File: config.mk
export PLATFORM = sky130hd
export DESIGN_NAME = acq_trigger
export DESIGN_NICKNAME = d
export VERILOG_FILES = /design/src/common/scope_pkg.sv /design/src/acquisition/acq_trigger.sv
export SDC_FILE = /design/constraint.sdc
export NUM_CORES = 1
export LEC_CHECK = 0
export BUFFER_PORTS_ARGS = -buffer_cell sky130_fd_sc_hd__buf_2
export CORE_MARGIN = 3
export CORE_UTILIZATION = 50
export CTS_CLUSTER_SIZE = 25
export DETAILED_ROUTE_END_ITERATION = 6
export GPL_TIMING_DRIVEN = 0
export PLACE_DENSITY = 0.72
export SLEW_MARGIN = 20
export SYNTH_ARGS = -nofsm -noshare
export SYNTH_HDL_FRONTEND = slang
export SYNTH_SLANG_ARGS = --single-unit
File: constraint.sdc
create_clock -name clk -period 3.4 [get_ports clk]
set_input_delay 0.34 -clock clk [delete_from_list [all_inputs] [get_ports clk]]
set_output_delay 0.34 -clock clk [all_outputs]
set_load 0.03 [all_outputs]
File: src/common/scope_pkg.sv
//----------------------------------------------------------
// shared constants and enums for the digitizer core
// one frame is ten signed 12-bit samples per clock
// status codes are the raw acquisition state values
//----------------------------------------------------------
package scope_pkg;

	//----------------------------------------------------------
	// datapath sizes
	//----------------------------------------------------------
	localparam int SAMPLE_W        = 12;                       // signed adc sample
	localparam int FRAME_SAMPLES   = 10;                       // samples per clock
	localparam int FRAME_W         = SAMPLE_W * FRAME_SAMPLES; // 120 bits packed
	localparam int ADDR_W          = 10;                       // 1024 frame buffer
	localparam int CMD_BYTES       = 8;                        // fixed command length
	localparam int WORD_BYTES      = 4;                        // bytes per reply word
	localparam int WORDS_PER_FRAME = 5;                        // two samples per word
	localparam int FW_VERSION      = 18;                       // info command reply
	localparam int STATUS_W        = 8;                        // status code width

	//----------------------------------------------------------
	// host opcodes, byte 0 of a command
	//----------------------------------------------------------
	typedef enum logic [3:0] {
		OP_READ_EVENT = 4'd0, // stream the captured event
		OP_ARM        = 4'd1, // arm trigger, reply status
		OP_INFO       = 4'd2, // firmware version
		OP_TRIG_CFG   = 4'd8  // thresholds, offset, tot
	} cmd_op_e;

	typedef enum logic [1:0] {
		TRIG_NONE = 2'd0, // free run, capture at once
		TRIG_RISE = 2'd1,
		TRIG_FALL = 2'd2
	} trig_type_e;

	// values go to the host unchanged as the status byte
	typedef enum logic [STATUS_W-1:0] {
		ACQ_READY     = 8'd0,
		ACQ_RISE_ARM  = 8'd1,   // waiting for a sample below lower
		ACQ_RISE_FIRE = 8'd2,   // counting frames above upper
		ACQ_FALL_ARM  = 8'd3,
		ACQ_FALL_FIRE = 8'd4,
		ACQ_POST      = 8'd250, // post-trigger capture
		ACQ_DONE      = 8'd251  // event held for readout
	} acq_state_e;

endpackage

File: src/acquisition/acq_trigger.sv
//----------------------------------------------------------
// threshold trigger and circular write addressing
// samples are compared in the cycle they arrive
// buffer writes stop while an event waits for readout
//----------------------------------------------------------
`timescale 1ns/100ps

module acq_trigger import scope_pkg::*; (
	input  logic                       clk,
	input  logic                       rstn,
	input  logic [FRAME_W-1:0]         i_frame,
	input  logic                       i_arm,          // honoured in ACQ_READY only
	input  trig_type_e                 i_trig_type,
	input  logic [15:0]                i_post_len,     // frames after trigger
	input  logic [7:0]                 i_tot,          // frames over threshold
	input  logic signed [SAMPLE_W-1:0] i_lower_th,
	input  logic signed [SAMPLE_W-1:0] i_upper_th,
	input  logic                       i_readout_done,
	output logic                       o_wr_en,
	output logic [ADDR_W-1:0]          o_wr_addr,
	output acq_state_e                 o_state,
	output logic [15:0]                o_event_count,
	output logic [7:0]                 o_trig_sample,
	output logic [ADDR_W-1:0]          o_trig_addr
);

	logic [FRAME_SAMPLES-1:0] above;    // sample > upper threshold
	logic [FRAME_SAMPLES-1:0] below;    // sample < lower threshold
	logic [FRAME_SAMPLES-1:0] fire_hit; // qualifying samples in fire states
	logic                     arm_hit;
	logic [7:0]               fire_idx; // highest qualifying sample
	logic [7:0]               tot_cnt;
	logic [15:0]              post_cnt;

	for (genvar g = 0; g < FRAME_SAMPLES; g++) begin : g_cmp
		assign above[g] = $signed(i_frame[g*SAMPLE_W +: SAMPLE_W]) > i_upper_th;
		assign below[g] = $signed(i_frame[g*SAMPLE_W +: SAMPLE_W]) < i_lower_th;
	end

	// falling edge uses the same logic with the thresholds swapped
	assign arm_hit  = (o_state == ACQ_RISE_ARM) ? |below : |above;
	assign fire_hit = (o_state == ACQ_RISE_FIRE) ? above : below;

	always_comb begin
		fire_idx = '0;
		for (int i = 0; i < FRAME_SAMPLES; i++) begin
			if (fire_hit[i]) fire_idx = 8'(i); // later index wins
		end
	end

	//----------------------------------------------------------
	// acquisition FSM
	//----------------------------------------------------------
	always_ff @(posedge clk or negedge rstn) begin
		if (!rstn) begin
			o_state       <= ACQ_READY;
			o_wr_en       <= 1'b1;
			o_wr_addr     <= '0;
			o_event_count <= '0;
			o_trig_sample <= '0;
			o_trig_addr   <= '0;
			tot_cnt       <= '0;
			post_cnt      <= '0;
		end else begin
			if (o_wr_en) o_wr_addr <= o_wr_addr + 1'b1; // wraps at 1024
			unique case (o_state)
				ACQ_READY: begin
					tot_cnt  <= '0;
					post_cnt <= '0;
					if (i_arm) begin
						case (i_trig_type)
							TRIG_RISE: o_state <= ACQ_RISE_ARM;
							TRIG_FALL: o_state <= ACQ_FALL_ARM;
							default: begin // free run, trigger right here
								o_trig_addr   <= o_wr_addr;
								o_trig_sample <= '0;
								o_state       <= ACQ_POST;
							end
						endcase
					end
				end
				ACQ_RISE_ARM: if (arm_hit) o_state <= ACQ_RISE_FIRE;
				ACQ_FALL_ARM: if (arm_hit) o_state <= ACQ_FALL_FIRE;
				ACQ_RISE_FIRE, ACQ_FALL_FIRE: begin
					if (|fire_hit) begin
						tot_cnt <= tot_cnt + 8'd1;
						if (tot_cnt >= i_tot) begin // held long enough
							o_trig_addr   <= o_wr_addr;
							o_trig_sample <= fire_idx;
							o_state       <= ACQ_POST;
						end
					end else begin
						tot_cnt <= '0; // dropped back, rearm
						o_state <= (o_state == ACQ_RISE_FIRE) ? ACQ_RISE_ARM : ACQ_FALL_ARM;
					end
				end
				ACQ_POST: begin
					if (post_cnt < i_post_len) begin
						post_cnt <= post_cnt + 16'd1;
					end else begin
						o_event_count <= o_event_count + 16'd1;
						o_state       <= ACQ_DONE;
						o_wr_en       <= 1'b0; // freeze the buffer
					end
				end
				ACQ_DONE: begin
					if (i_readout_done) begin
						o_state <= ACQ_READY;
						o_wr_en <= 1'b1;
					end
				end
				default: begin
					o_state <= ACQ_READY;
					o_wr_en <= 1'b1;
				end
			endcase
		end
	end

	// the held event must never be overwritten, and capture must resume after it
	a_wr_en_state : assert property (@(posedge clk) disable iff (!rstn)
		o_wr_en == (o_state != ACQ_DONE));

endmodule

* Word level (Yosys, flattened, before mapping)
Index checks and enable logic that the tools add are counted.
** Word-level totals
- Bits in registers :: 77
** Operators by class
- Reduce and logical (&&, ||, !) cells :: 14
- Muxes and demuxes :: 38
- Bitwise operators :: 2
- Equality and inequality tests :: 18
- Add/sub/neg operators :: 4
- $lt $le $gt $ge :: 22
** Operators with widths (count)
- two-way mux 8 bit :: 19
- > comparator 12 bit :: 10
- < comparator 12 bit :: 10
- two-way mux 10 bit :: 5
- case mux 8 bit (2 select lines) :: 3
- case mux 8 bit (6 select lines) :: 1
- adder 16 x 1 -> 16 bit, second input constant :: 2
- case mux 16 bit (2 select lines) :: 1
- OR reduction 10 bit :: 3
- case mux 10 bit (2 select lines) :: 1
- != test 2 bit, second input constant :: 9
- equality test 8 x 2 -> 1 bit, second input constant :: 2
- equality test 8 bit, second input constant :: 2
- < comparator 16 bit :: 1
- two-way mux 16 bit :: 1
- adder 10 x 1 -> 10 bit, second input constant :: 1
- adder 8 x 1 -> 8 bit, second input constant :: 1
- equality test 8 x 1 -> 1 bit, second input constant :: 1
- equality test 8 x 3 -> 1 bit, second input constant :: 1
- >= comparator 8 bit :: 1
- logical NOT 8 bit :: 1
- AND reduction 6 bit :: 1
- AND reduction 5 bit :: 1
- OR reduction 5 bit :: 1
- other kinds (11) :: 19

* Longest topological paths before layout
Gate-level depths: netlist of the first run.
- Depth after elaboration :: 14
- Gate-level depth with buffers :: 13
- Mapped depth without buffers :: 12

* Worst setup path after synthesis of the first run
Ideal clock, no wire load.
- Kind :: input-to-reg
- From :: in i_upper_th[9]
- To :: reg o_trig_addr[4]
- Cell stages on the path :: 12
- Path slack :: 0.250 ns
- Library setup time :: 0.125 ns
- Arrival :: 3.025 ns
- Cell sequence :: inv_1 -> ha_1 -> a21o_1 -> a2111o_1 -> o31a_1 -> a31oi_1 -> mux2_4 -> nand4b_4 -> or2_4 -> o21a_4 -> buf_8 -> mux2_4
** On the way
- Longest elaborated chain between the ends :: 5
** Ends and longest elaborated chain
- start: declaration :: line acq_trigger.sv:17 : input logic signed [SAMPLE_W-1:0] i_upper_th,
- > comparator 12 bit :: line acq_trigger.sv:36 : assign above[g] = $signed(i_frame[g*SAMPLE_W +: SAMPLE_W]) > i_upper_th;
- two-way mux 10 bit * :: line acq_trigger.sv:42 : assign fire_hit = (o_state == ACQ_RISE_FIRE) ? above : below;
- OR reduction 10 bit * :: line acq_trigger.sv:85 : if (|fire_hit) begin
- != test 2 bit (no source line) *
- AND reduction 5 bit (no source line) *
- end signal: assignment :: line acq_trigger.sv:75 : o_trig_addr <= o_wr_addr;
- end signal: assignment :: line acq_trigger.sv:88 : o_trig_addr <= o_wr_addr;
- end: declaration :: line acq_trigger.sv:24 : output logic [ADDR_W-1:0] o_trig_addr
Every way passes the cells marked *; elsewhere a longest branch is shown, timed or not.
A chain may end at the register's enable or synchronous reset.

* Final worst setup path of the first run
- From :: in i_upper_th[9]
- To :: reg o_trig_addr[8]
The elaborated chain is that of the path after synthesis.

==> run summary, run 1 <==
The core region is 18100 um^2. The routed design could run at a clock period as short as 3.28 ns. For this run, the slowest stage of the critical path takes 0.49 ns. In this run the static leakage power is 6.13 nW. Measured in cells, the most critical reg-to-reg path has a length of 11. After synthesis, flip-flops and latches occupy 18.6% of the total area. In this run the register-to-register setup slack is 0.44 ns. Detailed routing inserted a total of 9259 vias. Measured on the finished design, the core utilization comes to 64.5%.

The run gives 27.3% as the global routing usage summed across all routing layers. The logs give 0.124 ns for the final worst setup slack and 9280 um^2 for the cell area after technology mapping. The proportion of layout cells with a drive suffix above 1 is 26.8%.

The logs give 0 for the remaining global-route overflow and 0 ns for the setup TNS. Once the floorplan was initialized, standard cells occupied 51.3% of the core. In this run the tightest slew margin relative to its limit is 48.4%. Data on the critical path is required at its endpoint by 3.62 ns.

Counting flops and latches in the post-synthesis netlist gives 69. The number of buffers and inverters on the critical path is 4. Counting along the longest clock path gives a buffer depth of 2. The clock reaches the later pin of the worst-skew pair after 0.33 ns. In the final routed layout, each cell accounts on average for 18.5 um. In this run the vertical extent of the chip is 142 um. In the routed design, unresolved DRC markers number 0. Port buffering added 222 buffers. After layout, the worst path uses 96.4% of the clock period. For the final database, setup skew stands at 0.00435 ns. The worst hold path terminates at o_wr_en. The routed design has 29.1 mm of wire. Clock tree synthesis inserted a total of 9 buffers. Slew at the pin with the worst max-slew slack: 0.767 ns.

The total of fill cells in the finished design is 1567. Total power for the finished layout comes to 4.77 mW. Counting instances, the worst hold path has a depth of 5.

The synthesized netlist cell count is 1043. In the layout the commonest cells are sky130_fd_sc_hd__ha_1, sky130_fd_sc_hd__buf_2, sky130_fd_sc_hd__dfrtp_1, sky130_fd_sc_hd__a21oi_1, sky130_fd_sc_hd__nand2_1. Before antenna repair, the detailed router went through 4 iterations.

The dominant delay contributor by cell family on the critical path is compound AO/OA/AOI/OAI gates. Data on the critical path arrives at its endpoint at 3.49 ns. The source of the worst register-to-register timing path was post_cnt[13]. The cell seen most often among critical-path stages was sky130_fd_sc_hd__mux2_4. Main flop type after synthesis: sky130_fd_sc_hd__dfrtp_1. The power per standard cell area is 409 nW/um^2. The run finished with clean final reports.

Compared with the post-synthesis result, the final layout area differs by 25.8%. Entering global routing, the biggest net connects 42 pins. The die is 142 um wide.

In this run, synthesis inferred 0 flip-flops with an integrated enable. The die covers 20200 um^2. The final net count came out at 1767.

The critical path goes through buf_2 > clkinvlp_4 > buf_12 > ha_1 > a21o_1 > a31oi_1 > o211ai_1 > or4_1 > a31oi_4 > mux2_4 > nand4b_4 > or2_4 > o21a_4 > buf_8 > mux2_4. The run gives 8723 as the number of global-route vias before repair. In this run the critical register-to-register path is captured at post_cnt[13]. VDD sags by at most 483 uV. The distinct cell type count after synthesis was 74. The library cell contributing the largest single delay on the critical path is sky130_fd_sc_hd__or4_1. Clock tree synthesis selected as its root buffer the cell sky130_fd_sc_hd__clkbuf_16.

The logs give 69 for the clock sink count and 49 for the row count. The global placer's final weighted congestion came out at 0.929. The Yosys step of the flow raised 0 warnings. For the total non-filler cell area in the finished layout, the log shows 11700 um^2. In this run the remaining antenna-violating nets after routing total 0. Classification of the worst-slack hold path: in -> reg. The tools report the initial antenna violation count as 4. The highest clock frequency the design can meet is 305 MHz, and the share of synthesized registers carrying an async set or reset is 100%. The run gives 0 as the final max-slew violation count. The most common library cell in the layout ignoring fill and taps was sky130_fd_sc_hd__ha_1.

The H-tree was split into 3 levels. The category of the critical setup timing path was in -> reg. Number of ports placed on the die boundary: 227.

After detailed routing, the number of vias per cell comes to 5.89. Once placement finished, the instance area stood at 10700 um^2. The finished layout holds 1572 standard cells, fillers aside. The placed wire-length estimate is 21.8 mm, and the number of placed cells counting well taps is 1498. The startpoint kind of the worst setup timing path is an input pin. After the first detailed-routing iteration, the DRC count stood at 433. Setup violations remaining at the end of the flow were counted as 0.

Before CTS, the worst setup slack after placement is -0.665 ns. For the final hold slack, the log shows 0.422 ns. The kind of end point of the critical path was a register. Across the run, the number of max-cap violations was 0. The tools report the hold violation count in the final report as 0. The critical-path maximum fanout was 10; the clock-pin slew reported for the worst setup and hold paths after clock tree synthesis was 0.05 ns.

The first global-routing pass estimated 44.0 mm of wire. The multi-input combinational cells in the finished layout cover a total of 7200 um^2. TritonCTS built the clock tree. After synthesis, the mean cell area works out to 8.90 um^2. The sequential cells in the finished layout cover a total of 1730 um^2.

In this run the most critical hold path is launched from i_readout_done.
[repair_timing]
item	in CTS	in global routing
endpoints found under the hold margin	27	0
resized for setup	13	17
pin swaps	1	2
cloned	0	1
setup buffers	16	37
hold buffers	1	0
endpoints found under the setup margin	24	25
[cell families after synthesis]
| family | after synthesis | synth area share, % |
|---|---|---|
| compound gates | 263 | 18.9 |
| other cells | 1 | 0.0404 |
| fa+ha+maj | 258 | 34.8 |
| buf+inv | 98 | 4.42 |
| mux | 22 | 2.90 |
| flops | 69 | 18.6 |
| xor+xnor | 39 | 3.68 |
| simple gates | 293 | 16.6 |
[layout make-up]
type | instances | share of cell area [%]
diodes | 4 | 0.0858
plain buffers | 15 | 0.847
clock buffers | 11 | 2.17
clock inverters | 4 | 0.408
inverters | 83 | 3.25
multi-input cells | 879 | 61.7
flip-flops and latches | 69 | 14.8
well taps | 229 | 2.46
repair buffers | 277 | 14.2
repair inverters | 1 | 0.0643
[power by group]
group | total (mW) | internal, mW | switching [mW] | leakage [nW]
Sequential | 1.18 | 0.996 | 0.180 | 0.914
Clock | 0.940 | 0.600 | 0.339 | 0.147
Combinational | 2.65 | 1.08 | 1.58 | 5.07
Total | 4.77 | 2.67 | 2.10 | 6.13
[worst max path at each step]
stage / startpoint / cells after the start / end
floorplan: i_upper_th[9] / 12 / o_trig_addr[4]
detailed placement: i_upper_th[9] / 13 / o_trig_addr[7]
global placement: i_upper_th[9] / 13 / o_trig_addr[8]
global route: i_upper_th[3] / 14 / o_trig_addr[8]
CTS: i_lower_th[10] / 14 / o_trig_addr[8]
finish: i_upper_th[9] / 15 / o_trig_addr[8]
[routing by layer]
metal	global-route usage, %	routed length, um
met1	37.3	13100
met4	8.43	1000
met5	0	0
met3	5.95	2140
met2	43.2	12900
[sequential cells by signal, indices dropped and copies added, names as in the netlist]
| signal | count |
|---|---|
| o_state | 4 |
| o_wr_addr | 10 |
| o_trig_addr | 10 |
| post_cnt | 16 |
| o_trig_sample | 4 |
| o_wr_en | 1 |
| o_event_count | 16 |
| tot_cnt | 8 |
[synthesized netlist by cell type (12+ instances only)]
master	n	area, um^2
sky130_fd_sc_hd__a211oi_1	25	188
sky130_fd_sc_hd__a21o_1	29	218
sky130_fd_sc_hd__a21oi_1	66	330
sky130_fd_sc_hd__and3_1	14	87.6
sky130_fd_sc_hd__dfrtp_1	68	1700
sky130_fd_sc_hd__ha_1	258	3230
sky130_fd_sc_hd__inv_1	82	308
sky130_fd_sc_hd__nand2_1	66	248
sky130_fd_sc_hd__nand3_1	35	175
sky130_fd_sc_hd__nand4_1	39	244
sky130_fd_sc_hd__nor2_1	54	203
sky130_fd_sc_hd__nor2b_1	15	93.8
sky130_fd_sc_hd__nor3_1	14	70.1
sky130_fd_sc_hd__nor4_1	12	75.1
sky130_fd_sc_hd__o211ai_1	17	128
sky130_fd_sc_hd__o21ai_0	35	175
sky130_fd_sc_hd__xnor2_1	17	149
sky130_fd_sc_hd__xor2_1	22	193
[tightest hold or removal path: stages]
cell and delay (ns):
sky130_fd_sc_hd__buf_2 0.07, sky130_fd_sc_hd__mux2i_1 0.08, sky130_fd_sc_hd__nand2_1 0.08, sky130_fd_sc_hd__a21oi_1 0.06, sky130_fd_sc_hd__nor2_1 0.08
(Power assumes the default switching activity.)
==> run 2: changes to the inputs <==
Settings changed: REMOVE_ABC_BUFFERS from default to 1.
==> run 2 against run 1 <==
Net effect: combinational power decreased by 5%; final area decreased by 2.7%; clock skew is 0.0013 ns higher; setup slack lost 0.0057 ns; register-to-register slack is essentially flat; cell count down 2.5%; total power fell by 1.3%; critical endpoint unchanged; largest power group unchanged.
==> run summary, run 2 (synthesis results as in run 1) <==
Of the cells placed in the final design, the portion with a size suffix greater than 1 is 24.9%. The clock tree root driver cell is sky130_fd_sc_hd__clkbuf_16. The effective utilization at floorplan came out at 51.3%. The library cell used most frequently in the layout, excluding fill and tap cells, is sky130_fd_sc_hd__ha_1.

Counting along the longest clock path gives a buffer depth of 2. Relative to the synthesized area, the layout overhead comes to 22.3%. Clock latency on the worst-skew pair, taken at its later pin, is 0.33 ns. The worst setup path is launched from an input pin. Tracing the worst setup path back leads to its startpoint at i_upper_th[5]. Global routing finished with a remaining overflow of 0. For the total non-filler cell area in the finished layout, the log shows 11400 um^2. Beginning of the worst hold path: i_readout_done.

The largest registers in the layout are o_event_count: 16 flops, post_cnt: 16 flops. The largest voltage drop on the vdd net was 624 uV; the global-route wire length before repair was 43.1 mm. The register-to-register setup slack is 0.43 ns, and the power per standard cell area is 415 nW/um^2. TritonCTS built the clock tree. The worst hold path was traced through 5 stages. The worst setup path is captured at a register.

In this run the standard cell core region covers 18100 um^2. The tools report the endpoint of the worst-slack reg-to-reg timing path as post_cnt[15]. In this run the remaining antenna-violating nets after routing total 0. For this run, the top clock speed supported by timing is 305 MHz. In this run the critical register-to-register path is launched from post_cnt[1].

The dominant delay contributor by cell family on the critical path is compound AO/OA/AOI/OAI gates. Summed over all layers, the routed wires come to 28.0 mm. Along the worst path, the maximum fanout reaches 10. At the worst endpoint, the required time is 3.61 ns. Across every metal layer, demand over resource in global routing totals 26.9%. For this design, the sink count on the clock tree is 69. Leaving out fill and tap cells, the most frequent cells in the layout are sky130_fd_sc_hd__ha_1, sky130_fd_sc_hd__buf_2, sky130_fd_sc_hd__inv_1, sky130_fd_sc_hd__dfrtp_1. After detailed routing, the average wire length per cell comes to 18.3 um. The die covers 20200 um^2. The initial detailed-routing violation count is 433. The number of global-route vias before repair is 8430.

Classification of the worst-slack hold path: in -> reg. The final hold slack is 0.413 ns. The largest single stage delay on the critical path is 0.43 ns. For the number of buffers created by CTS, the log shows 9.

The power after layout was 4.71 mW. The tool flagged a number of max-cap violations equal to 0. Maximum number of pins on one net before global-route repair: 51. For the clock skew, the log shows 0.00569 ns.

Final max-slew violation count: 0. At the end of the flow, the number of nets in the layout was 1732. The number of buffers added on ports is 222. Pin placement for this block handled 227 I/O pins.

Clock-pin slew was measured on the worst setup and hold paths at 0.05 ns. Setup repair after global routing left no endpoint under its margin. For the worst setup path, the data arrival time is 3.49 ns. The critical path in this run is classified as in -> reg.

The global placer's final weighted congestion is 0.921, and the row count is 49. The slew at the pin with the worst max-slew slack is 0.753 ns. The path depth of the worst reg2reg path was 10. The hold violation count in the final report is 0, and the initial antenna violation count is 1. Library cell contributing the largest single delay on the critical path: sky130_fd_sc_hd__inv_1. After legalization and detailed placement, the total HPWL measured 21.3 mm. In this run the horizontal extent of the chip is 142 um. The run gives 5 as the first-pass iteration count of the detailed router. The remaining max-slew budget at the tightest pin was 49.4%; the via total after detailed routing was 8954.

The H-tree was split into 3 levels. Once placement finished, the instance area stood at 10600 um^2. The shortest period the worst path allows works out to 3.28 ns. The vias per cell is 5.84. In the routed design, unresolved DRC markers number 0. Traced cell by cell, the critical path runs through buf_2 > inv_1 > ha_1 > a21o_1 > nand3_1 > a21oi_1 > a2111o_1 > mux2_2 > a31oi_2 > or2_4 > o21a_2 > mux2_4. The critical path contains buffers and inverters numbering 2 combined.

The tools report the hold path endpoint as o_wr_en. Setup violations remaining at the end of the flow were counted as 0. The post-route clock period utilization came out at 96.5%. For the leakage power summed over all cells, the log shows 5.98 nW. The flow ran to the end, and the final reports show no timing, DRC or antenna violations. From bottom edge to top edge, the die measures 142 um.
-- run 2: repair_timing --
item | CTS | global route
setup endpoints to repair | 25 | 22
pin swaps | 0 | 1
gates cloned | 0 | 1
endpoints found under the hold margin | 19 | 0
hold buffers | 1 | 0
setup buffers | 5 | 27
resized for setup | 7 | 17
-- run 2: worst max-delay path by stage --
| stage | slack (ns) | cells past startpoint | to |
|---|---|---|---|
| 3_3_place_gp | -0.58 | 12 | tot_cnt[3] |
| 2_1_floorplan | 0.08 | 8 | o_trig_addr[4] |
| 6_report | 0.12 | 12 | o_trig_addr[8] |
| 5_1_grt | 0.01 | 12 | o_trig_addr[1] |
| 4_1_cts | 0.007 | 13 | o_trig_addr[6] |
| 3_5_place_dp | -0.65 | 12 | tot_cnt[3] |
-- run 2: power by group --
part           internal [mW]  leakage [nW]  total, mW  switching [mW]
logic                   1.02          4.92       2.53            1.51
clock network          0.620         0.148      0.947           0.328
registers              0.995         0.914       1.23           0.237
-- run 2: tightest hold or removal path: cells and delay by family --
family	cells	cell delay [ns]
AOI/OAI and AO/OA	1	0.06
buffers and inverters	1	0.07
muxes	1	0.07
and+or+nand+nor	2	0.16
-- run 2: cell type report --
| class | instances | area [um^2] |
|---|---|---|
| Antenna cell | 1 | 2.50 |
| Clock buffer | 13 | 270 |
| Clock inverter | 1 | 30.0 |
| Fill cell | 1623 | 6740 |
| Inverter | 83 | 364 |
| Multi-Input combinational cell | 880 | 7220 |
| Sequential cell | 69 | 1730 |
| Tap cell | 229 | 287 |
| Timing Repair Buffer | 257 | 1450 |
-- run 2: per-stage QoR --
step                std cells  util [%]  setup TNS (ns)  setup slack, ns
floorplan                1031         -               0           0.0838
CTS                      1504      60.9               0          0.00661
global placement         1482      58.5          -11.35           -0.583
global route             1533      62.8               0           0.0144
finish                   1533      62.8               0            0.118
detailed placement       1484      58.8          -12.56           -0.655
-- run 2: per-layer routing --
layer	track usage, %	wire length, um	vias to the layer above
li1	-	-	4453
met1	37.8	13200	4173
met2	43.7	12600	288
met3	4.87	1700	40
met4	5.00	525	0
met5	0	0	-
==> run 3: changes to the inputs <==
Settings changed: ABC_AREA from default to 1, CORE_UTILIZATION 50 to 55, PLACE_DENSITY 0.72 to 0.78, SLEW_MARGIN 20 to default.
==> run 3 against run 2 <==
Net effect: register-to-register slack improved by 0.32 ns; critical endpoint is now o_state[6]; die area is 2.1% lower; sequential share of layout area down 0.33 points; highest routed layer is now met5; synthesized cell count grew 36%; sequential cell count unchanged; clock power rose by 1%; non-clock buffer count shrank 35.
==> run summary, run 3 <==
Once layout is complete, the utilization of the core stands at 66.1%. After technology mapping, the gate count stands at 1421. The flow ran to the end, and the final reports show no timing, DRC or antenna violations. The per-instance average area after synthesis came out at 7.03 um^2. The number of global-route vias before repair is 9683. In this run the worst path has a maximum fanout of 10.

Required time at the endpoint of the critical path: 3.63 ns. The detail route stage leaves a number of antenna-violating nets equal to 0. Synthesis instantiated 42 different standard cells from the library. The commonest cells after synthesis are sky130_fd_sc_hd__nand2_1, sky130_fd_sc_hd__ha_1, sky130_fd_sc_hd__inv_1.

The most numerous cell type found on the critical path is sky130_fd_sc_hd__nand2_1. The tools report the final worst setup slack as 0.336 ns. For the pin with the worst max-slew slack, the measured transition is 0.864 ns.

Static timing analysis puts the maximum clock frequency at 326 MHz. Power per standard cell area: 389 nW/um^2. The number of ports placed on the die boundary was 227; the data arrival time of the critical path was 3.29 ns. Clock tree root driver cell: sky130_fd_sc_hd__clkbuf_16.

The tools report the number of gates resized after cts as 0. The setup TNS was 0 ns; the initial antenna violation count was 3. The kind of end point of the critical path is a register. Number of buffer and inverter stages on the critical path: 3. The top cell types in the final layout, fill and taps aside, are sky130_fd_sc_hd__nand2_1, sky130_fd_sc_hd__ha_1, sky130_fd_sc_hd__buf_2, sky130_fd_sc_hd__inv_1, sky130_fd_sc_hd__a21oi_1.

The die is 141 um wide. The run gives 69 as the clock sink count. Final max-slew violation count: 0. Net switching is 47.9% of the power. At the end of routability-driven placement, the weighted congestion stood at 0.919. The run gives 46.7 mm as the global-route wire length before repair.

The clock period could shrink to 3.06 ns. The number of setup buffers added after CTS is 0. In the routed design, unresolved DRC markers number 0.

The total detailed-routing wirelength came out at 28.8 mm. The max-capacitance violation count came out at 0. The maximum root-to-sink buffer count came out at 2. For this block, the initial DRC count from the detailed router was 643.

The tools report the remaining global-route overflow as 0. Most common library cell in the layout ignoring fill and taps: sky130_fd_sc_hd__nand2_1. Summing over every cut layer, the via total after detailed routing is 10.1k.

The flop and latch count out of synthesis works out to 69. TritonCTS built the clock tree. The tools report the number of buffers created by CTS as 9.

For the first-pass iteration count of the detailed router, the log shows 5. The largest registers in the layout are o_event_count: 16 flops, post_cnt: 16 flops. Sequential element share of the synthesized area: 17.3%. In this run the tightest slew margin relative to its limit is 42.4%.

Setup violations remaining at the end of the flow were counted as 0. The number of warnings printed during yosys synthesis is 0, and the layout-stage area growth over the synthesis result is 16.2%. Across every metal layer, demand over resource in global routing totals 28.8%. Setup repair after global routing left no endpoint under its margin. The leakage power summed over all cells is 6.90 nW.

The dominant delay contributor by cell family on the critical path is simple AND/OR/NAND/NOR gates. The run gives 0 as the hold violation count in the final report. For the die area, the log shows 19800 um^2. The critical path in this run is classified as in -> reg.

Die outline height: 141 um. Power after layout: 4.51 mW. Dividing the final minimum period by the clock period gives 90.1%. Share of synthesized registers carrying an async set or reset: 100%. The H-tree generated during clock tree synthesis spans 3 levels. The number of enable flip-flop cells after synthesis is 0, and the clock-pin slew reported for the worst setup and hold paths after clock tree synthesis is 0.06 ns. The tools report the share of power burned in combinational logic as 55.4%. The signal on the critical path passes through buf_2 > inv_1 > ha_1 > nand2_1 > inv_1 > nand3_1 > nor2_1 > nand4_1 > nand3_1 > nand2_1 > nand2_1 > nand2_1 > nor2_1 > nand3_1 > nand2_1 > nand2_1 > nand2_1 > nand2_1.

On the critical path, the stage with the largest delay is an instance of sky130_fd_sc_hd__ha_1. For this run, the leading register cell type out of synthesis is sky130_fd_sc_hd__dfrtp_1. Across the VDD grid, the largest voltage drop is 438 uV. In the final design database the tool counted 2076 nets. The count of buffers added on input and output ports is 222. The placeable core area was 17500 um^2; the area share of the largest cell type after synthesis was 32.3%.

At the later pin of the worst-skew pair, clock insertion delay measures 0.33 ns. For the power share of the clock group, the log shows 21.2%. Proportion of layout cells with a drive suffix above 1: 16.6%. Using the TritonRoute via totals, the vias-per-cell ratio works out to 5.37. Ranked by total cell area, the synthesized netlist is headed by sky130_fd_sc_hd__ha_1, sky130_fd_sc_hd__dfrtp_1, sky130_fd_sc_hd__nand2_1. The final hold slack was 0.117 ns. Between clock sinks in the finished design, the worst skew comes to 0.00893 ns.

By instance count, the leading cell after synthesis is sky130_fd_sc_hd__nand2_1. Registers are responsible for 23.4% of the overall power. The number of hold buffers added after cts is 0, and the critical path's largest stage delay is 0.41 ns. The tools report the row count as 48. Of all cell types, the one taking the most synthesized area is sky130_fd_sc_hd__ha_1.

The tightest min-delay check is of the in -> async type. After legalization and detailed placement, the total HPWL measured 23.3 mm. Entering global routing, the biggest net connects 70 pins. After synthesis the cells add up to 9990 um^2.

For the internal power, the log shows 2.35 mW. In this run the power spent charging and discharging nets is 2.16 mW. The effective utilization at floorplan is 56.9%.

STA classifies the critical path startpoint as an input pin. At the placement stage, the worst setup path has a slack of 0.0892 ns. Fill cells in the final layout number 1596. The wire length per cell after detailed routing is 15.3 um.
## run 3: changes by cell type after synthesis, moves of 15 or more
cell                       before  now
sky130_fd_sc_hd__a21o_1        29    5
sky130_fd_sc_hd__nor2b_1       15    0
sky130_fd_sc_hd__a211oi_1      25    0
sky130_fd_sc_hd__nand2_1       66  339
sky130_fd_sc_hd__a21oi_1       66  112
sky130_fd_sc_hd__nor2_1        54   94
sky130_fd_sc_hd__nand3_1       35  100
sky130_fd_sc_hd__inv_1         82  215
sky130_fd_sc_hd__o21ai_0       35   57
sky130_fd_sc_hd__o211ai_1      17    2
## run 3: final cells by class
class | instances | area, um^2 | area share, %
clock buffers | 11 | 253 | 2.18
repair buffers | 222 | 1110 | 9.60
diodes | 3 | 7.51 | 0.0647
well taps | 225 | 282 | 2.43
flip-flops and latches | 69 | 1730 | 14.9
multi-input cells | 1120 | 7320 | 63.1
inverters | 222 | 833 | 7.18
clock inverters | 5 | 58.8 | 0.507
## run 3: cells by family after synthesis
kind of cell / count (synthesis) / share of synthesized area, %
AOI/OAI and AO/OA: 197 / 10.5
xor gates and xnor gates: 33 / 2.89
adders and majority gates: 258 / 32.3
buffers and inverters: 235 / 9.46
DFF: 69 / 17.3
other: 1 / 0.0376
and+or+nand+nor: 628 / 27.5
## run 3: path summary, 6_finish.rpt
check                                   from           endpoint  slack, ns  cells after the start
setup / recovery              i_upper_th[10]         o_state[6]       0.34                     18
hold / removal                          rstn       post_cnt[12]       0.12                      1
setup reg to reg                  o_state[1]         o_state[6]       0.75                     13
hold reg to reg            o_event_count[15]  o_event_count[15]       0.47                      1
max in group asynchronous               rstn         tot_cnt[5]       2.71                      1
min in group clk              i_readout_done         o_state[6]       0.40                      5
## run 3: layer usage
metal	vias to the layer above	part of all wire (%)	GRT usage [%]
li1	5195	-	-
met1	4521	46	40.5
met2	317	44	46.0
met3	46	8.4	5.36
met4	4	1.7	6.73
met5	-	0.063	0
## run 3: power by group through the flow
stage	combinational [mW]	sequential (mW)	clock (mW)
3_5_place_dp	2.47	1.06	0
4_1_cts	2.49	1.05	0.973
2_1_floorplan	1.52	1.28	0
3_3_place_gp	2.41	1.06	0
5_1_grt	2.83	1.07	1.01
6_report	2.50	1.06	0.957
## run 3: worst reg2reg max path, delay by kind of cell, from the launching register on
kind,cells,cell delay (ns)
AND/OR/NAND/NOR,11,1.68
buffers and inverters,2,0.44
flip-flops,1,0.43
## run 3: per-stage QoR
stage | area [um^2] | std cells
3_5_place_dp | 11300 | 1858
2_1_floorplan | 9890 | 1411
6_report | 11600 | 1877
5_1_grt | 11600 | 1875
4_1_cts | 11600 | 1874
3_3_place_gp | 11300 | 1858
